[src/rv_params.svh]
`ifndef RV_PARAMS_SVH
`define RV_PARAMS_SVH

// data and address width
`define RV_XLEN 32

// register file
`define RV_REG_COUNT 32
`define RV_REG_AW 5

// unified RAM, word addressed
`define RV_MEM_WORDS 1024
`define RV_MEM_AW 10

// first fetch address
`define RV_RESET_PC 32'h0000_0000

`endif

[src/hw/rv_pkg.sv]
`include "rv_params.svh"

package rv_pkg;

    typedef enum logic [3:0] {
        ALU_ADD  = 4'd0,
        ALU_SUB  = 4'd1,
        ALU_SLL  = 4'd2,
        ALU_SRL  = 4'd3,
        ALU_SRA  = 4'd4,
        ALU_AND  = 4'd5,
        ALU_OR   = 4'd6,
        ALU_XOR  = 4'd7,
        ALU_SLT  = 4'd8,
        ALU_SLTU = 4'd9,
        ALU_PASS = 4'd10 // lui, passes operand b
    } alu_op_t;

    typedef enum logic [2:0] {
        BR_NONE = 3'd0,
        BR_EQ   = 3'd1,
        BR_NE   = 3'd2,
        BR_LT   = 3'd3,
        BR_GE   = 3'd4,
        BR_LTU  = 3'd5,
        BR_GEU  = 3'd6
    } branch_t;

    typedef enum logic [1:0] {
        WB_ALU  = 2'd0,
        WB_MEM  = 2'd1,
        WB_LINK = 2'd2
    } wb_sel_t;

    typedef struct packed {
        alu_op_t alu_op;
        branch_t branch;
        logic    use_imm;   // operand b is the immediate
        logic    use_pc;    // operand a is the pc
        logic    jump;
        logic    jump_reg;
        logic    reg_write;
        logic    mem_read;
        logic    mem_write;
        logic    mem_byte;
        wb_sel_t wb_sel;
        logic    halt;
    } ctrl_t;

    typedef struct packed {
        logic [6:0] funct7;
        logic [4:0] rs2;
        logic [4:0] rs1;
        logic [2:0] funct3;
        logic [4:0] rd;
        logic [6:0] opcode;
    } inst_fields_t;

    // same word seen raw (immediates) or split into fields
    typedef union packed {
        logic [31:0]  raw;
        inst_fields_t f;
    } inst_t;

    typedef struct packed {
        logic                  valid;
        logic                  write;
        logic [`RV_MEM_AW-1:0] addr; // word address
        logic [3:0]            be;
        logic [31:0]           wdata;
    } mem_req_t;

endpackage

[src/hw/mem_arbiter.sv]
`include "rv_params.svh"

module mem_arbiter (
    input  logic                clk,
    input  logic                reset,
    input  rv_pkg::mem_req_t    core_req,
    output logic                core_gnt,
    output logic [`RV_XLEN-1:0] core_rdata,
    input  rv_pkg::mem_req_t    host_req,
    output logic                host_gnt,
    output logic [`RV_XLEN-1:0] host_rdata,
    output rv_pkg::mem_req_t    ram_req,
    input  logic [`RV_XLEN-1:0] ram_rdata
);

    logic host_sel; // who owns the read data this cycle

    // core has fixed priority, host only takes idle cycles
    assign core_gnt = core_req.valid;
    assign host_gnt = host_req.valid && !core_req.valid;

    assign ram_req = core_req.valid ? core_req : host_req;

    always_ff @(posedge clk, posedge reset) begin
        if (reset)
            host_sel <= 1'b0;
        else if (core_gnt || host_gnt)
            host_sel <= host_gnt;
    end

    assign core_rdata = host_sel ? '0 : ram_rdata;
    assign host_rdata = host_sel ? ram_rdata : '0;

endmodule

[config.mk]
export PLATFORM = sky130hd
export DESIGN_NAME = mem_arbiter
export DESIGN_NICKNAME = d
export VERILOG_FILES = /design/src/hw/rv_pkg.sv /design/src/hw/mem_arbiter.sv
export VERILOG_INCLUDE_DIRS = /design/src
export SDC_FILE = /design/constraint.sdc
export NUM_CORES = 1
export LEC_CHECK = 0
export BUFFER_PORTS_ARGS = -buffer_cell sky130_fd_sc_hd__buf_2
export CORE_AREA = 2 2 94 96
export DETAILED_ROUTE_END_ITERATION = 8
export DIE_AREA = 0 0 96 98
export GPL_TIMING_DRIVEN = 0
export PLACE_DENSITY = 0.58
export RECOVER_POWER = 50
export SLEW_MARGIN = 20
export SYNTH_ARGS = -nofsm -noshare
export SYNTH_HDL_FRONTEND = slang
export SYNTH_SLANG_ARGS = --single-unit
[constraint.sdc]
create_clock -name clk -period 1.1 [get_ports clk]
set_clock_uncertainty 0.05 [all_clocks]
set_input_delay 0.055 -clock clk [delete_from_list [all_inputs] [get_ports clk]]
set_output_delay 0.055 -clock clk [all_outputs]
set_load 0.05 [all_outputs]
Word-level counts from Yosys, hierarchy flattened. Cells that the tools add are included.

Bits in registers: 1. Bits of input ports: 130.

Reductions and logical operators: 3. Mux-type cells: 3.

Operator list (number): two-way mux 32 bit (2); two-way mux 48 bit (1); logical AND 1 bit (1); logical NOT 1 bit (1); logical OR 1 bit (1).

Depth between registers and ports, before layout. Gate-level depths: netlist of run 1.

Depth after elaboration: 3. Gate-level depth with buffers: 3. Mapped depth without buffers: 1.

Worst setup path before layout of run 1. OpenSTA, ideal clock, no wires.

Path type: reg-to-output. Start: register host_sel. End: output core_rdata[10]. Data arrival time: 1.377 ns. Stages on the path, launching flop included: 4. Data required time: 0.995 ns. Path buffers: 2. Setup slack: -0.382 ns. Cell sequence: dfrtp_1 > buf_2 > buf_2 > nor2b_1.

Word-level cells in the longest chain between the ends: 1.

RTL lines: start, declared (line mem_arbiter.sv:16) `logic host_sel;`; start signal, assigned (line mem_arbiter.sv:28) `host_sel <= host_gnt;`; two-way mux 32 bit (line mem_arbiter.sv:31) `assign core_rdata = host_sel ? '0 : ram_rdata;`; end, declared (line mem_arbiter.sv:8) `` output logic [`RV_XLEN-1:0] core_rdata, ``.

No other way between the ends.

Worst setup path after layout of run 1.
Start: register host_sel. End: output host_rdata[28].

Word-level cells in the longest chain between the ends: 1.

RTL lines: two-way mux 32 bit (line mem_arbiter.sv:32) `assign host_rdata = host_sel ? ram_rdata : '0;`; end, declared (line mem_arbiter.sv:11) `` output logic [`RV_XLEN-1:0] host_rdata, ``.

No other way between the ends.

==> results.sh, run 1 <==
export IMPL_initial_core_util_pct=15.4
export IMPL_vias_per_cell=3.89
export IMPL_drtIter0Drc=13
export IMPL_drc=0
export IMPL_drv_cap=0
export IMPL_hold_viol_final=0
export IMPL_die_area_um2=9410
export IMPL_crit_path_end_kind="primary output"
export IMPL_antenna_found_initial=0
export IMPL_rsz0062_at_grt="true"
export IMPL_min_path_type="in -> reg"
export IMPL_routabilityCongestion=0.753
export IMPL_peakVddDrop_mv=0.420
export IMPL_power_density_nw_per_um2=731
export IMPL_antennaDiodeCount=0
export IMPL_netlist_area_um2=1310
export IMPL_totalWireLength_um=6010
export IMPL_grt_pass1_vias=1898
export IMPL_critPathKind="reg -> out"
export IMPL_overflow=0
export IMPL_mostFrequentLayoutCells="buf_2 (148), buf_6 (50), mux2_4 (47)"
export IMPL_setup_violations=4
export IMPL_grt_usage_pct=11.4
export IMPL_coreArea_um2=8470
export IMPL_fin_nets=507
export IMPL_violations="negative setup slack"
export IMPL_drive_above_1_share_pct=95.7
export IMPL_yosys_cell_types_count=13
export IMPL_largest_registers="host_sel (1)"
export IMPL_portBuffers=242
export IMPL_ios=244
export IMPL_status="finished, violations left"
export IMPL_die_width_um=96
export IMPL_drt_pass1_iter_count=4
export IMPL_timing_critical_path_arrival_ns=1.01
export IMPL_vias=1877
export IMPL_yosysSeqAreaShare_pct=1.92
export IMPL_post_route_util_pct=38.9
export IMPL_netlist_instances=130
export IMPL_regMostFlops="host_sel"
export IMPL_setup_slack_ns=-0.0101
export IMPL_std_cell_rows=34
export IMPL_crit_required_ns=1.00
export IMPL_grt_max_degree=11
export IMPL_slew_headroom_pct=61.3
export IMPL_min_period_ns=1.11
export IMPL_start_kind="flip-flop"
export IMPL_syn_area_per_cell_um2=10.0
export IMPL_chipHeight_um=98
export IMPL_crit_path_max_fanout=10
export IMPL_clk_latency_ns=0
export IMPL_grt_pass1_wl_um=8760
export IMPL_tightest_slew_ns=0.583
export IMPL_area_delta_synth_final_pct=152
export IMPL_dpl_hpwl_um=5410
export IMPL_largest_reg_flops=1
export IMPL_p_leak_uw=0.00190
export IMPL_max_freq_ghz=0.901
export IMPL_ys_ff_latch=1
export IMPL_finalMaxSlewViolations=0
export IMPL_synth_nets=260
export IMPL_min_path_cells=2
export IMPL_ys_warn_count=0
export IMPL_antenna_left=0
export IMPL_layout_commonest_cell="buf_2"
export IMPL_finalCritPeriodShare_pct=101
export IMPL_rr_worst_depth=3
export IMPL_clk_pin_slew_ns=0
export IMPL_finalPower_uw=2410
export IMPL_routedWlPerCell_um=12.4
export IMPL_fillers=828
==> critical path: stages, from the launching register on <==
cell and delay (ns):
dfrtp_1 0.37, buf_6 0.16, buf_12 0.15, and2_2 0.17
buf_6 0.15
==> repair_timing <==
| item | 4_1_cts | 5_1_grt |
|---|---|---|
| setup buffers | 2 | 0 |
| resized for setup | 109 | 40 |
| hold endpoints to repair | 1 | 0 |
| endpoints found under the setup margin | 60 | 57 |
| hold buffers | 1 | 0 |
==> cells by family after synthesis <==
group / count (synthesis) / synth area share [%]
multiplexers: 47 / 54.1
AND/OR/NAND/NOR: 66 / 31.6
buffers and inverters: 15 / 11.6
flip-flops: 1 / 1.92
AO/OA/AOI/OAI: 1 / 0.767
==> metrics by stage <==
stage	instance area, µm²	instances	hold slack, ns	setup WS (ns)	TNS (ns)
after floorplan	1450	130	-0.266	-0.214	-4.96
after global placement	2800	480	-0.159	-0.349	-11.36
after detailed placement	2800	480	-0.157	-0.352	-11.77
after CTS	3150	483	0.259	-0.0303	-0.536
after global routing	3290	483	0.293	-0.0402	-0.692
final	3290	483	0.260	-0.0101	-0.0232
==> final timing paths <==
| path | startpoint | endpoint | slack, ns |
|---|---|---|---|
| max reg2reg | host_sel | host_sel | 0.04 |
| min | host_req[47] | host_sel | 0.26 |
| max | host_sel | host_rdata[28] | -0.01 |
| min reg2reg | host_sel | host_sel | 0.81 |
| min in group asynchronous | reset | host_sel | 0.38 |
| max in group asynchronous | reset | host_sel | 0.53 |
==> layer usage <==
metal	GRT usage, %	up-vias	part of all wire, %
met5	0	-	0
met4	1.32	0	1.2
met3	2.39	4	12
met2	23.0	148	53
met1	11.9	810	34
li1	-	915	-
==> where the power goes <==
group          leakage (µW)  internal, µW  total [µW]  switching, µW
sequential        0.0000125          40.0        42.0           1.98
clock                     0             0           0              0
combinational       0.00188           921        2360           1440
total               0.00190           961        2410           1450
==> final cells by class <==
class	instances	area, µm²	area share, %
Multi-Input combinational cell	114	1310	39.9
Buffer	14	199	6.04
Sequential cell	1	25.0	0.760
Inverter	1	3.75	0.114
Timing Repair Buffer	245	1620	49.1
Tap cell	108	135	4.10
==> synthesized netlist by cell type (all sizes together) <==
cell	n	area (µm²)
o21ba	1	10.0
mux2	47	706
clkbuf	1	3.75
nor2b	33	206
inv	1	3.75
or2	1	6.26
dfrtp	1	25.0
and2	32	200
buf	13	144
Note: power is estimated with default switching activity, not from simulation.
==> run 2, diff against run 1 <==
ABC_AREA = 1   (was not set)
CORE_AREA = 2 2 95 97   (was 2 2 94 96)
DIE_AREA = 0 0 97 99   (was 0 0 96 98)
PLACE_DENSITY = 0.55   (was 0.58)
==> results.sh, run 2 <==
export IMPL_largest_reg_flops=1
export IMPL_fillers=907
export IMPL_yosysTopAreaCellShare_pct=56.7
export IMPL_synthTopCellsByCount="nand2_1 (176), inv_1 (66), nor2_1 (32)"
export IMPL_drtIter0Drc=35
export IMPL_grt_pass1_vias=2396
export IMPL_max_freq_ghz=0.917
export IMPL_postCtsSetupBuffers=0
export IMPL_hold_viol_final=0
export IMPL_ys_ff_latch=1
export IMPL_post_route_util_pct=40.1
export IMPL_tightest_slew_ns=0.584
export IMPL_crit_path_max_fanout=10
export IMPL_antenna_found_initial=0
export IMPL_drive_above_1_share_pct=62.0
export IMPL_clk_pin_slew_ns=0
export IMPL_slew_headroom_pct=61.3
export IMPL_place_area_um2=2830
export IMPL_design_area_um2=3430
export IMPL_yosys_cell_types_count=9
export IMPL_setup_violations=0
export IMPL_largest_registers="host_sel (1)"
export IMPL_critPathKind="reg -> out"
export IMPL_yosysMostFrequentCell="nand2_1"
export IMPL_synthFlopType="dfrtp_1"
export IMPL_antennaDiodeCount=0
export IMPL_multi_input_area_um2=1110
export IMPL_fin_nets=672
export IMPL_antenna_left=0
export IMPL_grt_usage_pct=13.6
export IMPL_rsz0062_at_grt="true"
export IMPL_layout_commonest_cell="buf_2"
export IMPL_crit_required_ns=1.00
export IMPL_dpl_hpwl_um=6290
export IMPL_yosys_top_cells_area="nand2_1 (57%), inv_1 (21%), nor2_1 (10%)"
export IMPL_yosysSeqAreaShare_pct=2.15
export IMPL_async_flop_share_pct=100
export IMPL_preCtsSetupSlack_ns=-0.232
export IMPL_vias=2522
export IMPL_vias_per_cell=3.89
export IMPL_peakVddDrop_mv=0.355
export IMPL_chipHeight_um=99
export IMPL_ys_warn_count=0
export IMPL_overflow=0
export IMPL_ios=244
export IMPL_portBuffers=243
export IMPL_netlist_area_um2=1170
export IMPL_status="finished, final reports clean"
export IMPL_grt_max_degree=11
export IMPL_synth_edff_count=0
export IMPL_die_area_um2=9600
export IMPL_area_delta_synth_final_pct=194
export IMPL_drv_cap=0
export IMPL_mostFrequentLayoutCells="buf_2 (166), nand2_1 (156), buf_6 (48)"
export IMPL_coreArea_um2=8550
export IMPL_std_cell_rows=34
export IMPL_grt_pass1_wl_um=11200
export IMPL_start_kind="flip-flop"
export IMPL_routabilityCongestion=0.806
export IMPL_yosysTopAreaCell="nand2_1"
export IMPL_timing_critical_path_arrival_ns=0.99
export IMPL_totalWireLength_um=7370
export IMPL_seqCellArea_um2=25.0
export IMPL_syn_area_per_cell_um2=3.95
export IMPL_setup_slack_ns=0.00927
export IMPL_regMostFlops="host_sel"
export IMPL_synth_nets=425
export IMPL_netlist_instances=295
export IMPL_p_leak_uw=0.00214
export IMPL_drc=0
export IMPL_power_density_nw_per_um2=783
export IMPL_min_path_type="in -> reg"
export IMPL_min_period_ns=1.09
export IMPL_clk_latency_ns=0
export IMPL_finalCritPeriodShare_pct=99.2
export IMPL_finalMaxSlewViolations=0
export IMPL_crit_path_end_kind="primary output"
export IMPL_drt_pass1_iter_count=4
export IMPL_routedWlPerCell_um=11.4
export IMPL_die_width_um=97
export IMPL_initial_core_util_pct=13.6
-- run 2: cell types whose count changed in the layout (fill, tap and decap cells not counted), moves of 15 or more --
cell	previous run	this run
mux2_4	47	0
nand2_1	0	156
nor2b_2	16	0
nor2b_4	15	0
buf_2	148	166
inv_1	1	46
nor2_4	0	30
and2_2	19	0
clkbuf_2	30	1
clkinvlp_4	0	20
-- run 2: critical path, stage by stage, from the launching register on --
cell and delay [ns]:
dfrtp_1 0.38, buf_6 0.15, buf_12 0.15, nand2_2 0.08, clkinvlp_4 0.08, buf_6 0.15
-- run 2: routing by layer --
metal	track usage, %	wire, µm	vias up
met1	15.3	2640	1066
met5	0	0	-
li1	-	-	1296
met4	1.41	61	0
met3	2.20	635	4
met2	27.5	4030	156
-- run 2: what timing repair did --
item | in CTS | in global routing
setup endpoints to repair | 73 | 81
cloned | 0 | 1
hold buffers | 1 | 0
endpoints found under the hold margin | 1 | 0
resized for setup | 84 | 113
-- run 2: stage by stage --
step                      instances  hold WS (ns)  power [µW]  setup TNS, ns
after floorplan                 295        -0.266        1700         -0.872
after global placement          646        -0.156        2310          -9.64
after detailed placement        646        -0.151        2320         -10.57
after CTS                       647         0.271        2470          -2.81
after global routing            648         0.294        2830         -0.594
final                           648         0.257        2680              0
-- run 2: final timing paths --
kind | start | end | slack [ns] | cells after the start
worst min register to register | host_sel | host_sel | 0.63 | 3
worst min-delay path | host_req[47] | host_sel | 0.26 | 3
worst max register to register | host_sel | host_sel | 0.28 | 3
min in group asynchronous | reset | host_sel | 0.41 | 3
worst max-delay path | host_sel | host_rdata[8] | 0.009 | 5
max in group asynchronous | reset | host_sel | 0.50 | 3
-- run 2: where the power goes --
part / switching (µW) / internal, µW / leakage (µW)
clock: 0 / 0 / 0
sequential: 2.74 / 40.8 / 0.0000122
combinational: 1780 / 861 / 0.00213
total: 1780 / 901 / 0.00214
-- run 2: cells by family (layout without fill, tap and decap cells) --
kind of cell | Yosys count | in the layout | synth area share (%)
buffers and inverters | 85 | 330 | 30.4
flip-flops | 1 | 1 | 2.15
AND/OR/NAND/NOR | 209 | 209 | 67.5
-- run 2: layout make-up --
| cell class | instances | area share, % |
|---|---|---|
| well taps | 108 | 3.94 |
| inverters | 67 | 9.52 |
| plain buffers | 18 | 4.96 |
| flip-flops and latches | 1 | 0.730 |
| repair buffers | 245 | 48.6 |
| multi-input cells | 209 | 32.3 |
