### config.mk
export PLATFORM = sky130hd
export DESIGN_NAME = cpu_core
export DESIGN_NICKNAME = d
export VERILOG_FILES = /design/src/hw/rv_pkg.sv /design/src/hw/inst_decoder.sv /design/src/hw/alu.sv /design/src/hw/reg_file.sv /design/src/hw/cpu_core.sv
export VERILOG_INCLUDE_DIRS = /design/src
export SDC_FILE = /design/constraint.sdc
export NUM_CORES = 2
export LEC_CHECK = 0
export BUFFER_PORTS_ARGS = -buffer_cell sky130_fd_sc_hd__buf_4
export CELL_PAD_IN_SITES_DETAIL_PLACEMENT = 1
export CELL_PAD_IN_SITES_GLOBAL_PLACEMENT = 2
export CORE_UTILIZATION = 39
export CTS_CLUSTER_DIAMETER = 150
export CTS_CLUSTER_SIZE = 24
export DETAILED_ROUTE_END_ITERATION = 12
export PLACE_DENSITY = 0.88
export SLEW_MARGIN = 10
export SYNTH_ARGS = -nofsm -noshare
export SYNTH_HDL_FRONTEND = slang
export SYNTH_HIERARCHICAL = 1
export SYNTH_SLANG_ARGS = --single-unit
### constraint.sdc
create_clock -name clk -period 36.1 [get_ports clk]
set_clock_uncertainty 0.15 [all_clocks]
set_input_delay 7.22 -clock clk [delete_from_list [all_inputs] [get_ports clk]]
set_output_delay 7.22 -clock clk [all_outputs]
set_load 0.02 [all_outputs]
### src/rv_params.svh
`ifndef RV_PARAMS_SVH
`define RV_PARAMS_SVH

// data and address width
`define RV_XLEN 32

// register file
`define RV_REG_COUNT 32
`define RV_REG_AW 5

// unified RAM, word addressed
`define RV_MEM_WORDS 1024
`define RV_MEM_AW 10

// first fetch address
`define RV_RESET_PC 32'h0000_0000

`endif

### src/hw/rv_pkg.sv
`include "rv_params.svh"

package rv_pkg;

    typedef enum logic [3:0] {
        ALU_ADD  = 4'd0,
        ALU_SUB  = 4'd1,
        ALU_SLL  = 4'd2,
        ALU_SRL  = 4'd3,
        ALU_SRA  = 4'd4,
        ALU_AND  = 4'd5,
        ALU_OR   = 4'd6,
        ALU_XOR  = 4'd7,
        ALU_SLT  = 4'd8,
        ALU_SLTU = 4'd9,
        ALU_PASS = 4'd10 // lui, passes operand b
    } alu_op_t;

    typedef enum logic [2:0] {
        BR_NONE = 3'd0,
        BR_EQ   = 3'd1,
        BR_NE   = 3'd2,
        BR_LT   = 3'd3,
        BR_GE   = 3'd4,
        BR_LTU  = 3'd5,
        BR_GEU  = 3'd6
    } branch_t;

    typedef enum logic [1:0] {
        WB_ALU  = 2'd0,
        WB_MEM  = 2'd1,
        WB_LINK = 2'd2
    } wb_sel_t;

    typedef struct packed {
        alu_op_t alu_op;
        branch_t branch;
        logic    use_imm;   // operand b is the immediate
        logic    use_pc;    // operand a is the pc
        logic    jump;
        logic    jump_reg;
        logic    reg_write;
        logic    mem_read;
        logic    mem_write;
        logic    mem_byte;
        wb_sel_t wb_sel;
        logic    halt;
    } ctrl_t;

    typedef struct packed {
        logic [6:0] funct7;
        logic [4:0] rs2;
        logic [4:0] rs1;
        logic [2:0] funct3;
        logic [4:0] rd;
        logic [6:0] opcode;
    } inst_fields_t;

    // same word seen raw (immediates) or split into fields
    typedef union packed {
        logic [31:0]  raw;
        inst_fields_t f;
    } inst_t;

    typedef struct packed {
        logic                  valid;
        logic                  write;
        logic [`RV_MEM_AW-1:0] addr; // word address
        logic [3:0]            be;
        logic [31:0]           wdata;
    } mem_req_t;

endpackage

### src/hw/inst_decoder.sv
module inst_decoder (
    input  rv_pkg::inst_t inst,
    output rv_pkg::ctrl_t ctrl,
    output logic [31:0]   imm
);

    logic [31:0] imm_i, imm_s, imm_b, imm_u, imm_j;

    assign imm_i = {{20{inst.raw[31]}}, inst.raw[31:20]};
    assign imm_s = {{20{inst.raw[31]}}, inst.raw[31:25], inst.raw[11:7]};
    assign imm_b = {{19{inst.raw[31]}}, inst.raw[31], inst.raw[7], inst.raw[30:25],
                    inst.raw[11:8], 1'b0};
    assign imm_u = {inst.raw[31:12], 12'b0};
    assign imm_j = {{11{inst.raw[31]}}, inst.raw[31], inst.raw[19:12], inst.raw[20],
                    inst.raw[30:21], 1'b0};

    // alt picks sub over add and sra over srl
    function automatic rv_pkg::alu_op_t alu_sel(input logic [2:0] funct3, input logic alt);
        case (funct3)
            3'd0:    return alt ? rv_pkg::ALU_SUB : rv_pkg::ALU_ADD;
            3'd1:    return rv_pkg::ALU_SLL;
            3'd2:    return rv_pkg::ALU_SLT;
            3'd3:    return rv_pkg::ALU_SLTU;
            3'd4:    return rv_pkg::ALU_XOR;
            3'd5:    return alt ? rv_pkg::ALU_SRA : rv_pkg::ALU_SRL;
            3'd6:    return rv_pkg::ALU_OR;
            default: return rv_pkg::ALU_AND;
        endcase
    endfunction

    always_comb begin
        ctrl = '0;
        imm  = '0;
        case (inst.f.opcode)
            7'b0110011: begin // register-register
                ctrl.alu_op    = alu_sel(inst.f.funct3, inst.f.funct7[5]);
                ctrl.reg_write = 1'b1;
            end
            7'b0010011: begin
                ctrl.alu_op    = alu_sel(inst.f.funct3,
                                         inst.f.funct3 == 3'd5 && inst.f.funct7[5]);
                ctrl.use_imm   = 1'b1;
                ctrl.reg_write = 1'b1;
                imm            = imm_i;
            end
            7'b0000011: begin
                if (inst.f.funct3 == 3'd0 || inst.f.funct3 == 3'd2) begin
                    ctrl.use_imm   = 1'b1;
                    ctrl.reg_write = 1'b1;
                    ctrl.mem_read  = 1'b1;
                    ctrl.mem_byte  = inst.f.funct3 == 3'd0; // lb
                    ctrl.wb_sel    = rv_pkg::WB_MEM;
                    imm            = imm_i;
                end
            end
            7'b0100011: begin
                if (inst.f.funct3 == 3'd0 || inst.f.funct3 == 3'd2) begin
                    ctrl.use_imm   = 1'b1;
                    ctrl.mem_write = 1'b1;
                    ctrl.mem_byte  = inst.f.funct3 == 3'd0; // sb
                    imm            = imm_s;
                end
            end
            7'b1100011: begin
                case (inst.f.funct3)
                    3'd0:    ctrl.branch = rv_pkg::BR_EQ;
                    3'd1:    ctrl.branch = rv_pkg::BR_NE;
                    3'd4:    ctrl.branch = rv_pkg::BR_LT;
                    3'd5:    ctrl.branch = rv_pkg::BR_GE;
                    3'd6:    ctrl.branch = rv_pkg::BR_LTU;
                    3'd7:    ctrl.branch = rv_pkg::BR_GEU;
                    default: ctrl.branch = rv_pkg::BR_NONE;
                endcase
                imm = imm_b;
            end
            7'b1101111: begin // jal
                ctrl.jump      = 1'b1;
                ctrl.reg_write = 1'b1;
                ctrl.wb_sel    = rv_pkg::WB_LINK;
                imm            = imm_j;
            end
            7'b1100111: begin // jalr, target through the alu
                ctrl.jump_reg  = 1'b1;
                ctrl.use_imm   = 1'b1;
                ctrl.reg_write = 1'b1;
                ctrl.wb_sel    = rv_pkg::WB_LINK;
                imm            = imm_i;
            end
            7'b0110111: begin // lui
                ctrl.alu_op    = rv_pkg::ALU_PASS;
                ctrl.use_imm   = 1'b1;
                ctrl.reg_write = 1'b1;
                imm            = imm_u;
            end
            7'b0010111: begin // auipc
                ctrl.use_pc    = 1'b1;
                ctrl.use_imm   = 1'b1;
                ctrl.reg_write = 1'b1;
                imm            = imm_u;
            end
            7'b1110011: ctrl.halt = inst.raw == 32'h0010_0073; // ebreak only
            default: ;
        endcase
    end

endmodule

### src/hw/alu.sv
`include "rv_params.svh"

module alu (
    input  rv_pkg::alu_op_t     op,
    input  logic [`RV_XLEN-1:0] a,
    input  logic [`RV_XLEN-1:0] b,
    output logic [`RV_XLEN-1:0] result
);

    logic [4:0] shamt;

    assign shamt = b[4:0];

    always_comb begin
        case (op)
            rv_pkg::ALU_ADD:  result = a + b;
            rv_pkg::ALU_SUB:  result = a - b;
            rv_pkg::ALU_SLL:  result = a << shamt;
            rv_pkg::ALU_SRL:  result = a >> shamt;
            rv_pkg::ALU_SRA:  result = $signed(a) >>> shamt;
            rv_pkg::ALU_AND:  result = a & b;
            rv_pkg::ALU_OR:   result = a | b;
            rv_pkg::ALU_XOR:  result = a ^ b;
            rv_pkg::ALU_SLT:  result = {31'b0, $signed(a) < $signed(b)};
            rv_pkg::ALU_SLTU: result = {31'b0, a < b};
            rv_pkg::ALU_PASS: result = b;
            default:          result = '0;
        endcase
    end

endmodule

### src/hw/reg_file.sv
`include "rv_params.svh"

module reg_file (
    input  logic                   clk,
    input  logic                   reset,
    input  logic [`RV_REG_AW-1:0]  rs1_addr,
    input  logic [`RV_REG_AW-1:0]  rs2_addr,
    output logic [`RV_XLEN-1:0]    rs1_data,
    output logic [`RV_XLEN-1:0]    rs2_data,
    input  logic [`RV_REG_AW-1:0]  rd_addr,
    input  logic                   rd_write,
    input  logic [`RV_XLEN-1:0]    rd_data
);

    logic [`RV_XLEN-1:0] regs [`RV_REG_COUNT];

    always_ff @(posedge clk, posedge reset) begin
        if (reset) begin
            for (int i = 0; i < `RV_REG_COUNT; i++) begin
                regs[i] <= '0;
            end
        end else if (rd_write && rd_addr != '0) begin // x0 stays zero
            regs[rd_addr] <= rd_data;
        end
    end

    assign rs1_data = regs[rs1_addr];
    assign rs2_data = regs[rs2_addr];

endmodule

### src/hw/cpu_core.sv
`include "rv_params.svh"

module cpu_core (
    input  logic                clk,
    input  logic                reset,
    input  logic                run,
    output rv_pkg::mem_req_t    mem_req,
    input  logic                mem_gnt,
    input  logic [`RV_XLEN-1:0] mem_rdata,
    output logic                halted
);

    typedef enum logic [1:0] {FETCH, EXECUTE, MEMORY} state_t;

    state_t              state;
    logic [`RV_XLEN-1:0] pc, pc_plus4, pc_imm, pc_next;
    logic [31:0]         inst_q;
    rv_pkg::inst_t       cur_inst;
    rv_pkg::ctrl_t       ctrl;
    logic [31:0]         imm;
    logic [`RV_XLEN-1:0] rs1_data, rs2_data, op_a, op_b, alu_res, rd_data, load_byte;
    logic                take_branch, rd_write;

    // instruction arrives straight from memory in EXECUTE, held for MEMORY
    assign cur_inst = (state == EXECUTE) ? mem_rdata : inst_q;

    inst_decoder u_dec (.inst(cur_inst), .ctrl(ctrl), .imm(imm));

    reg_file u_rf (
        .clk(clk), .reset(reset),
        .rs1_addr(cur_inst.f.rs1), .rs2_addr(cur_inst.f.rs2),
        .rs1_data(rs1_data), .rs2_data(rs2_data),
        .rd_addr(cur_inst.f.rd), .rd_write(rd_write), .rd_data(rd_data)
    );

    assign op_a = ctrl.use_pc ? pc : rs1_data;
    assign op_b = ctrl.use_imm ? imm : rs2_data;

    alu u_alu (.op(ctrl.alu_op), .a(op_a), .b(op_b), .result(alu_res));

    assign pc_plus4 = pc + 32'd4;
    assign pc_imm   = pc + imm;

    always_comb begin
        case (ctrl.branch)
            rv_pkg::BR_EQ:  take_branch = rs1_data == rs2_data;
            rv_pkg::BR_NE:  take_branch = rs1_data != rs2_data;
            rv_pkg::BR_LT:  take_branch = $signed(rs1_data) < $signed(rs2_data);
            rv_pkg::BR_GE:  take_branch = $signed(rs1_data) >= $signed(rs2_data);
            rv_pkg::BR_LTU: take_branch = rs1_data < rs2_data;
            rv_pkg::BR_GEU: take_branch = rs1_data >= rs2_data;
            default:        take_branch = 1'b0;
        endcase
        pc_next = pc_plus4;
        if (ctrl.jump || take_branch)
            pc_next = pc_imm;
        else if (ctrl.jump_reg)
            pc_next = {alu_res[31:1], 1'b0};
    end

    assign load_byte = {{24{mem_rdata[{alu_res[1:0], 3'b000} + 7]}},
                        mem_rdata[{alu_res[1:0], 3'b000} +: 8]};

    always_comb begin
        case (ctrl.wb_sel)
            rv_pkg::WB_MEM:  rd_data = ctrl.mem_byte ? load_byte : mem_rdata;
            rv_pkg::WB_LINK: rd_data = pc_plus4;
            default:         rd_data = alu_res;
        endcase
    end

    // loads write back in MEMORY, everything else in EXECUTE
    assign rd_write = ctrl.reg_write &&
                      ((state == EXECUTE && !ctrl.mem_read) || (state == MEMORY && ctrl.mem_read));

    always_comb begin
        mem_req = '0;
        if (state == FETCH && run && !halted) begin
            mem_req.valid = 1'b1;
            mem_req.addr  = pc[`RV_MEM_AW+1:2];
        end else if (state == EXECUTE && (ctrl.mem_read || ctrl.mem_write)) begin
            mem_req.valid = 1'b1;
            mem_req.write = ctrl.mem_write;
            mem_req.addr  = alu_res[`RV_MEM_AW+1:2];
            mem_req.be    = ctrl.mem_byte ? 4'b0001 << alu_res[1:0] : 4'b1111;
            mem_req.wdata = ctrl.mem_byte ? {4{rs2_data[7:0]}} : rs2_data; // byte on every lane
        end
    end

    always_ff @(posedge clk, posedge reset) begin
        if (reset) begin
            state  <= FETCH;
            pc     <= `RV_RESET_PC;
            halted <= 1'b0;
        end else begin
            case (state)
                FETCH: if (mem_req.valid && mem_gnt) state <= EXECUTE;
                EXECUTE: begin
                    pc     <= pc_next;
                    halted <= halted | ctrl.halt;
                    state  <= (ctrl.mem_read || ctrl.mem_write) ? MEMORY : FETCH;
                end
                default: state <= FETCH;
            endcase
        end
    end

    always_ff @(posedge clk) begin
        if (state == EXECUTE)
            inst_q <= mem_rdata;
    end

endmodule

Word level (Yosys, flattened, before mapping)
Index checks and enable logic that the tools add are counted.
Widths: inputs -> output; s select.
- flip-flop bits (word level): 1091
- bits in latches: 0
- memory bits (writable): 0
- ROM bits: 0
- input port bits: 36
- output and inout port bits: 49
- logic and storage cells: 187
- memories kept: 0
- add/sub/neg operators: 5
- $mul: 0
- div/mod/pow operators: 0
- magnitude comparators: 11
- eq/ne operators: 41
- shifts and indexed selects: 5
- muxes and demuxes: 56
- bitwise gates (word level): 7
- reduce and logical (&&, ||, !) cells: 26
- operators by type and width (cell ; number):
    $bwmux 1024 ; 1
    $mux 32 ; 14
    $pmux 32 s11 ; 1
    $bmux 32 s5 ; 2
    $pmux 32 s6 ; 1
    $demux 32 s5 ; 1
    $lt 32x32->1 ; 4
    $add 32x32->32 ; 2
    $ge 32x32->1 ; 2
    $pmux 32 s2 ; 1
    $pmux 4 s7 ; 2
    $mux 48 ; 1
    $mux 36 ; 1
    $add 32x3->32 const B ; 1
    $and 32x32->32 ; 1
    $eq 32x21->1 const B ; 1
    $eq 32x32->1 ; 1
    $ne 32x32->1 ; 1
    $or 32x32->32 ; 1
    $shiftx 32x6->8 ; 1
    $shl 32x5->32 ; 1
    $shr 32x5->32 ; 1
    $sshr 32x5->32 ; 1
    $sub 32x32->32 ; 1
    43 further kinds ; 107

Logic depth before layout (Yosys ltp)
- depth in word-level cells: 16
- mapped depth: 38
- mapped depth without buffers: 29

By module
Netlist, hierarchy kept.
- by module, submodules not included (module ; times used ; cells an instance ; area an instance (sq um) ; sequential area each (sq um)):
    reg_file ; 1 ; 4602 ; 55939.9 ; 25624.6
    alu ; 1 ; 1257 ; 8690.8 ; 0.0
    cpu_core ; 1 ; 1152 ; 8044.0 ; 1516.5
    inst_decoder ; 1 ; 120 ; 784.5 ; 0.0

Worst setup path after synthesis
No wires, ideal clock.
- path type: input -> output
- start point: in mem_rdata[21]
- end point: out mem_req[34] (netlist name)
- arrival: 12.765 ns
- setup slack: 15.965 ns
- stages: 30
- buffers on the path: 8
- path through: inv_1 > o21ai_0 > buf_2 > buf_4 > buf_2 > buf_2 > mux2i_1 > nand2_1 > a31oi_1 > nand3_1 > inv_1 > o21ai_0 > inv_1 > buf_2 > buf_2 > buf_2 > clkbuf_1 > ha_1 > o21bai_1 > a221oi_1 > nor4_2 > o21ai_1 > a211oi_2 > o211ai_1 > nand2_1 > a41oi_1 > a211o_1 > clkinv_1 > nand2_1 > a21oi_1
- RTL lines (element ; line ; source):
    start, declared ; cpu_core.sv:9 ; input logic [`RV_XLEN-1:0] mem_rdata,
    end, declared ; cpu_core.sv:7 ; output rv_pkg::mem_req_t mem_req,

==> run summary <==
root buffer cell: sky130_fd_sc_hd__clkbuf_16
Peak supply drop: 0.03881 mV
required time worst endpoint: 28.73 ns
via count: 59860
cell area after synthesis: 0.07346 mm2
total I/O pin count: 85
endpoint arrival time on the critical path: 17.42 ns
count of H-tree levels built during CTS: 2
global-route usage over all layers: 29.52%
first-pass GRT wire length: 425400 um
count of flip-flops with a built-in enable after synthesis: 0
maximum fanout along the worst path: 65
post-synthesis register bit count: 1091
initial drt markers: 5856
hold path endpoint: u_rf/regs[1003]
commonest non-fill, non-tap cell in the layout: sky130_fd_sc_hd__mux2i_1
largest net degree at the start of global routing: 197
number of failing setup endpoints in the final timing report: 0
total number of nets in the final design: 6992
weighted congestion reported at the end of routability-driven placement: 0.9852
distinct cell type count of the synthesized netlist: 101
DIE AREA: 0.1901 mm2
detailed-router iteration count before antenna repair: 6
total routed wirelength: 288400 um
number of nets with antenna violations after routing: 0
unrepaired setup endpoints after global routing: no
Post-Syn Instances: 7131
synthesized net count: 7337
tightest slew margin relative to the limit: 17.72%
worst setup margin: 11.31 ns
measured slew at the worst slew-check pin: 1.234 ns
CTS sink cnt: 1091
clock buffer depth: 3
worst reg2reg startpoint: state[1]
Via-to-Cell Ratio: 6.447
kind of end point of the critical path: primary output
final cycle utilization of the critical path: 68.66%
number of buffers inserted by hold repair at cts: 0
ratio of cells with drive above 1 in the final layout: 22.02%
power share of the sequential group: 27.7%
proportion of synthesized flip-flops having asynchronous set or reset: 97.07%
Startpoint Class: input pin
worst setup path class: input pin to primary output
worst hold path type: register to register
quantity of gates resized following cts: 0
number of buffers added by the clock tree synthesis step: 51
clock latency on the worst-skew pair: 0.75 ns
shortest period the worst path allows: 24.79 ns
TritonCTS clock tree: yes
clock slew at the register clock pins of the worst setup and hold paths: 0.09 ns
destination of the worst register-to-register timing path: u_rf/regs[604]
length in cells of the worst reg-to-reg path: 30
number of pins with negative max-slew slack in the final report: 0
Post-Place Worst Slack: 11.69 ns
row count: 158
number of buffers added for setup after CTS: 0
Core Region: 0.1862 mm2
top library cells by usage in the layout, fill and taps aside: 1084 x sky130_fd_sc_hd__mux2i_1, 1059 x sky130_fd_sc_hd__dfrtp_1, 993 x sky130_fd_sc_hd__mux2_2
placed wire-length estimate after detailed placement: 182700 um
Overflow after GRT: 0
internal power summed over all cells: 0.002391 W
Switching Fraction: 50.39%
Die Span X: 436 um
# Max-Cap Violations: 0
Synthesis Warnings: 6
synthesized area per cell: 10.30 um2
vias in the first global route: 61230
fraction of power consumed by the clock network: 14.0%
cell type with the largest total area after synthesis: sky130_fd_sc_hd__dfrtp_1
Max Fclk: 40.34 MHz
P per Cell Area: 62.52 mW/mm2
logic gate share of total power: 58.3%
hold path cells: 0
run status: finished clean
dominant synthesized flop cell: sky130_fd_sc_hd__dfrtp_1
wire per inst: 31.06 um
layout-stage area growth over the synthesis result: 4.931%
die span in y: 436 um
initial antenna violation count: 8
DRC violation count after routing: 0
reported leakage power: 35.94 nW
largest cells by area after synthesis: sky130_fd_sc_hd__dfrtp_1 36%, sky130_fd_sc_hd__mux2_2 15%, sky130_fd_sc_hd__mux2i_1 15%, sky130_fd_sc_hd__ha_1 2.8%, sky130_fd_sc_hd__a21oi_1 2.8%
count of endpoints failing hold in the final timing report: 0
net switching power: 0.002428 W
total negative setup slack: 0 ns
initial standard-cell utilization of the core: 39.45%
top-area cell type share of the netlist area: 36.08%
I/O Buffers: 84
hold path start: u_rf/regs[1003]
flop2flop setup slack: 22.29 ns
fraction of the yosys area taken by sequential cells: 36.95%
==> state kept, by name, summed over array words and instances, names as in the netlist <==
register,cells
pc,32
inst_q,32
u_rf/regs,1024
halted,1
state,2
==> critical path: stages <==
cell and delay, ns:
sky130_fd_sc_hd__buf_4 0.10, sky130_fd_sc_hd__inv_1 0.08, sky130_fd_sc_hd__o21ai_4 0.27, sky130_fd_sc_hd__buf_4 0.81, sky130_fd_sc_hd__buf_4 0.77, sky130_fd_sc_hd__buf_4 0.99
sky130_fd_sc_hd__buf_4 1.06, sky130_fd_sc_hd__buf_4 0.87, sky130_fd_sc_hd__mux2i_1 0.18, sky130_fd_sc_hd__a21oi_1 0.18, sky130_fd_sc_hd__nand3_1 0.10, sky130_fd_sc_hd__nand3_1 0.27
sky130_fd_sc_hd__inv_1 0.15, sky130_fd_sc_hd__o21ai_0 0.33, sky130_fd_sc_hd__inv_1 0.12, sky130_fd_sc_hd__ha_1 0.42, sky130_fd_sc_hd__or3_1 0.44, sky130_fd_sc_hd__nor4_1 0.25
sky130_fd_sc_hd__o21ai_1 0.18, sky130_fd_sc_hd__a211oi_2 0.52, sky130_fd_sc_hd__o211ai_1 0.24, sky130_fd_sc_hd__nand2_1 0.13, sky130_fd_sc_hd__a41oi_1 0.23, sky130_fd_sc_hd__a211o_1 0.48
sky130_fd_sc_hd__clkinv_1 0.24, sky130_fd_sc_hd__o21ai_0 0.11, sky130_fd_sc_hd__and2_1 0.20, sky130_fd_sc_hd__buf_4 0.16
==> metal layers <==
metal | wire length [um] | share of wire [%] | track usage, % | vias up
met4 | 14700 | 5.1 | 13.28 | 8
met1 | 122100 | 42 | 39.73 | 31330
met3 | 20840 | 7.2 | 4.663 | 640
li1 | - | - | - | 25410
met5 | 55 | 0.019 | 0 | -
met2 | 130700 | 45 | 46.59 | 2469
==> final cells by class <==
cell class	instances	area [um2]
flip-flops and latches	1091	27140
diodes	6	15.01
repair buffers	257	2004
inverters	200	754.5
clock buffers	62	1318
multi-input cells	5185	42720
fillers	20500	109100
clock inverters	3	25.02
well taps	2480	3103
==> worst max path at each step <==
stage	end	cells after the start	from
6_report	mem_req[33]	28	mem_rdata[21]
5_1_grt	mem_req[34]	28	mem_rdata[21]
4_1_cts	mem_req[33]	28	mem_rdata[21]
3_5_place_dp	mem_req[33]	28	mem_rdata[21]
3_3_place_gp	mem_req[33]	28	mem_rdata[21]
2_1_floorplan	u_rf/regs[0]	1	reset
==> power groups by stage <==
stage	Clock, W	Combinational (W)	Sequential (W)
2_1_floorplan	0	0.00179	0.00134
3_3_place_gp	0	0.00266	0.00135
3_5_place_dp	0	0.00271	0.00136
4_1_cts	0.000687	0.00273	0.00133
5_1_grt	0.000724	0.00296	0.00134
6_report	0.000674	0.00281	0.00134
==> synthesized netlist by cell type, drive strengths merged, types with 7 or more instances <==
cell / number
clkbuf: 352
a22oi: 212
xnor2: 41
nor4: 16
a22o: 143
dfrtp: 1059
nand2: 465
mux2i: 1084
nand4: 33
a211oi: 28
and2: 50
o31ai: 12
nor2: 267
a21oi: 411
a221o: 7
o22ai: 21
o221ai: 14
nor3: 106
mux2: 1032
nand3b: 11
nand3: 247
nor2b: 27
o21bai: 20
nor3b: 7
and3: 17
o21a: 7
nand2b: 26
or2: 12
a221oi: 56
dfxtp: 32
a31oi: 86
or3: 24
mux4: 56
inv: 198
a211o: 10
o21ai: 274
o2111ai: 13
xor2: 15
ha: 167
buf: 303
a21o: 56
o211ai: 16
==> through the flow <==
stage	util, %	instances	hold slack, ns	cell area [um2]	power (W)
after floorplan	-	7131	0.2636	73460	0.003128
after global placement	40.65	9213	0.2335	75690	0.004017
after detailed placement	40.65	9213	0.2396	75690	0.004072
after CTS	41.37	9278	0.2639	77040	0.004747
after global routing	41.38	9278	0.2686	77070	0.005029
final	41.39	9284	0.2625	77080	0.004819
==> logic make-up (layout without fill, tap and decap cells) <==
| family | Yosys count | after routing | share of synthesized area (%) |
|---|---|---|---|
| muxes | 2172 | 2172 | 32.31 |
| AOI/OAI and AO/OA | 1454 | 1454 | 13.00 |
| and+or+nand+nor | 1333 | 1333 | 8.646 |
| DFF | 1091 | 1091 | 36.95 |
| buffers and inverters | 855 | 522 | 5.503 |
| adders and majority gates | 170 | 170 | 2.926 |
| xor gates and xnor gates | 56 | 56 | 0.6677 |
| other | 0 | 6 | 0 |
Power figures use the tool's default switching activity.
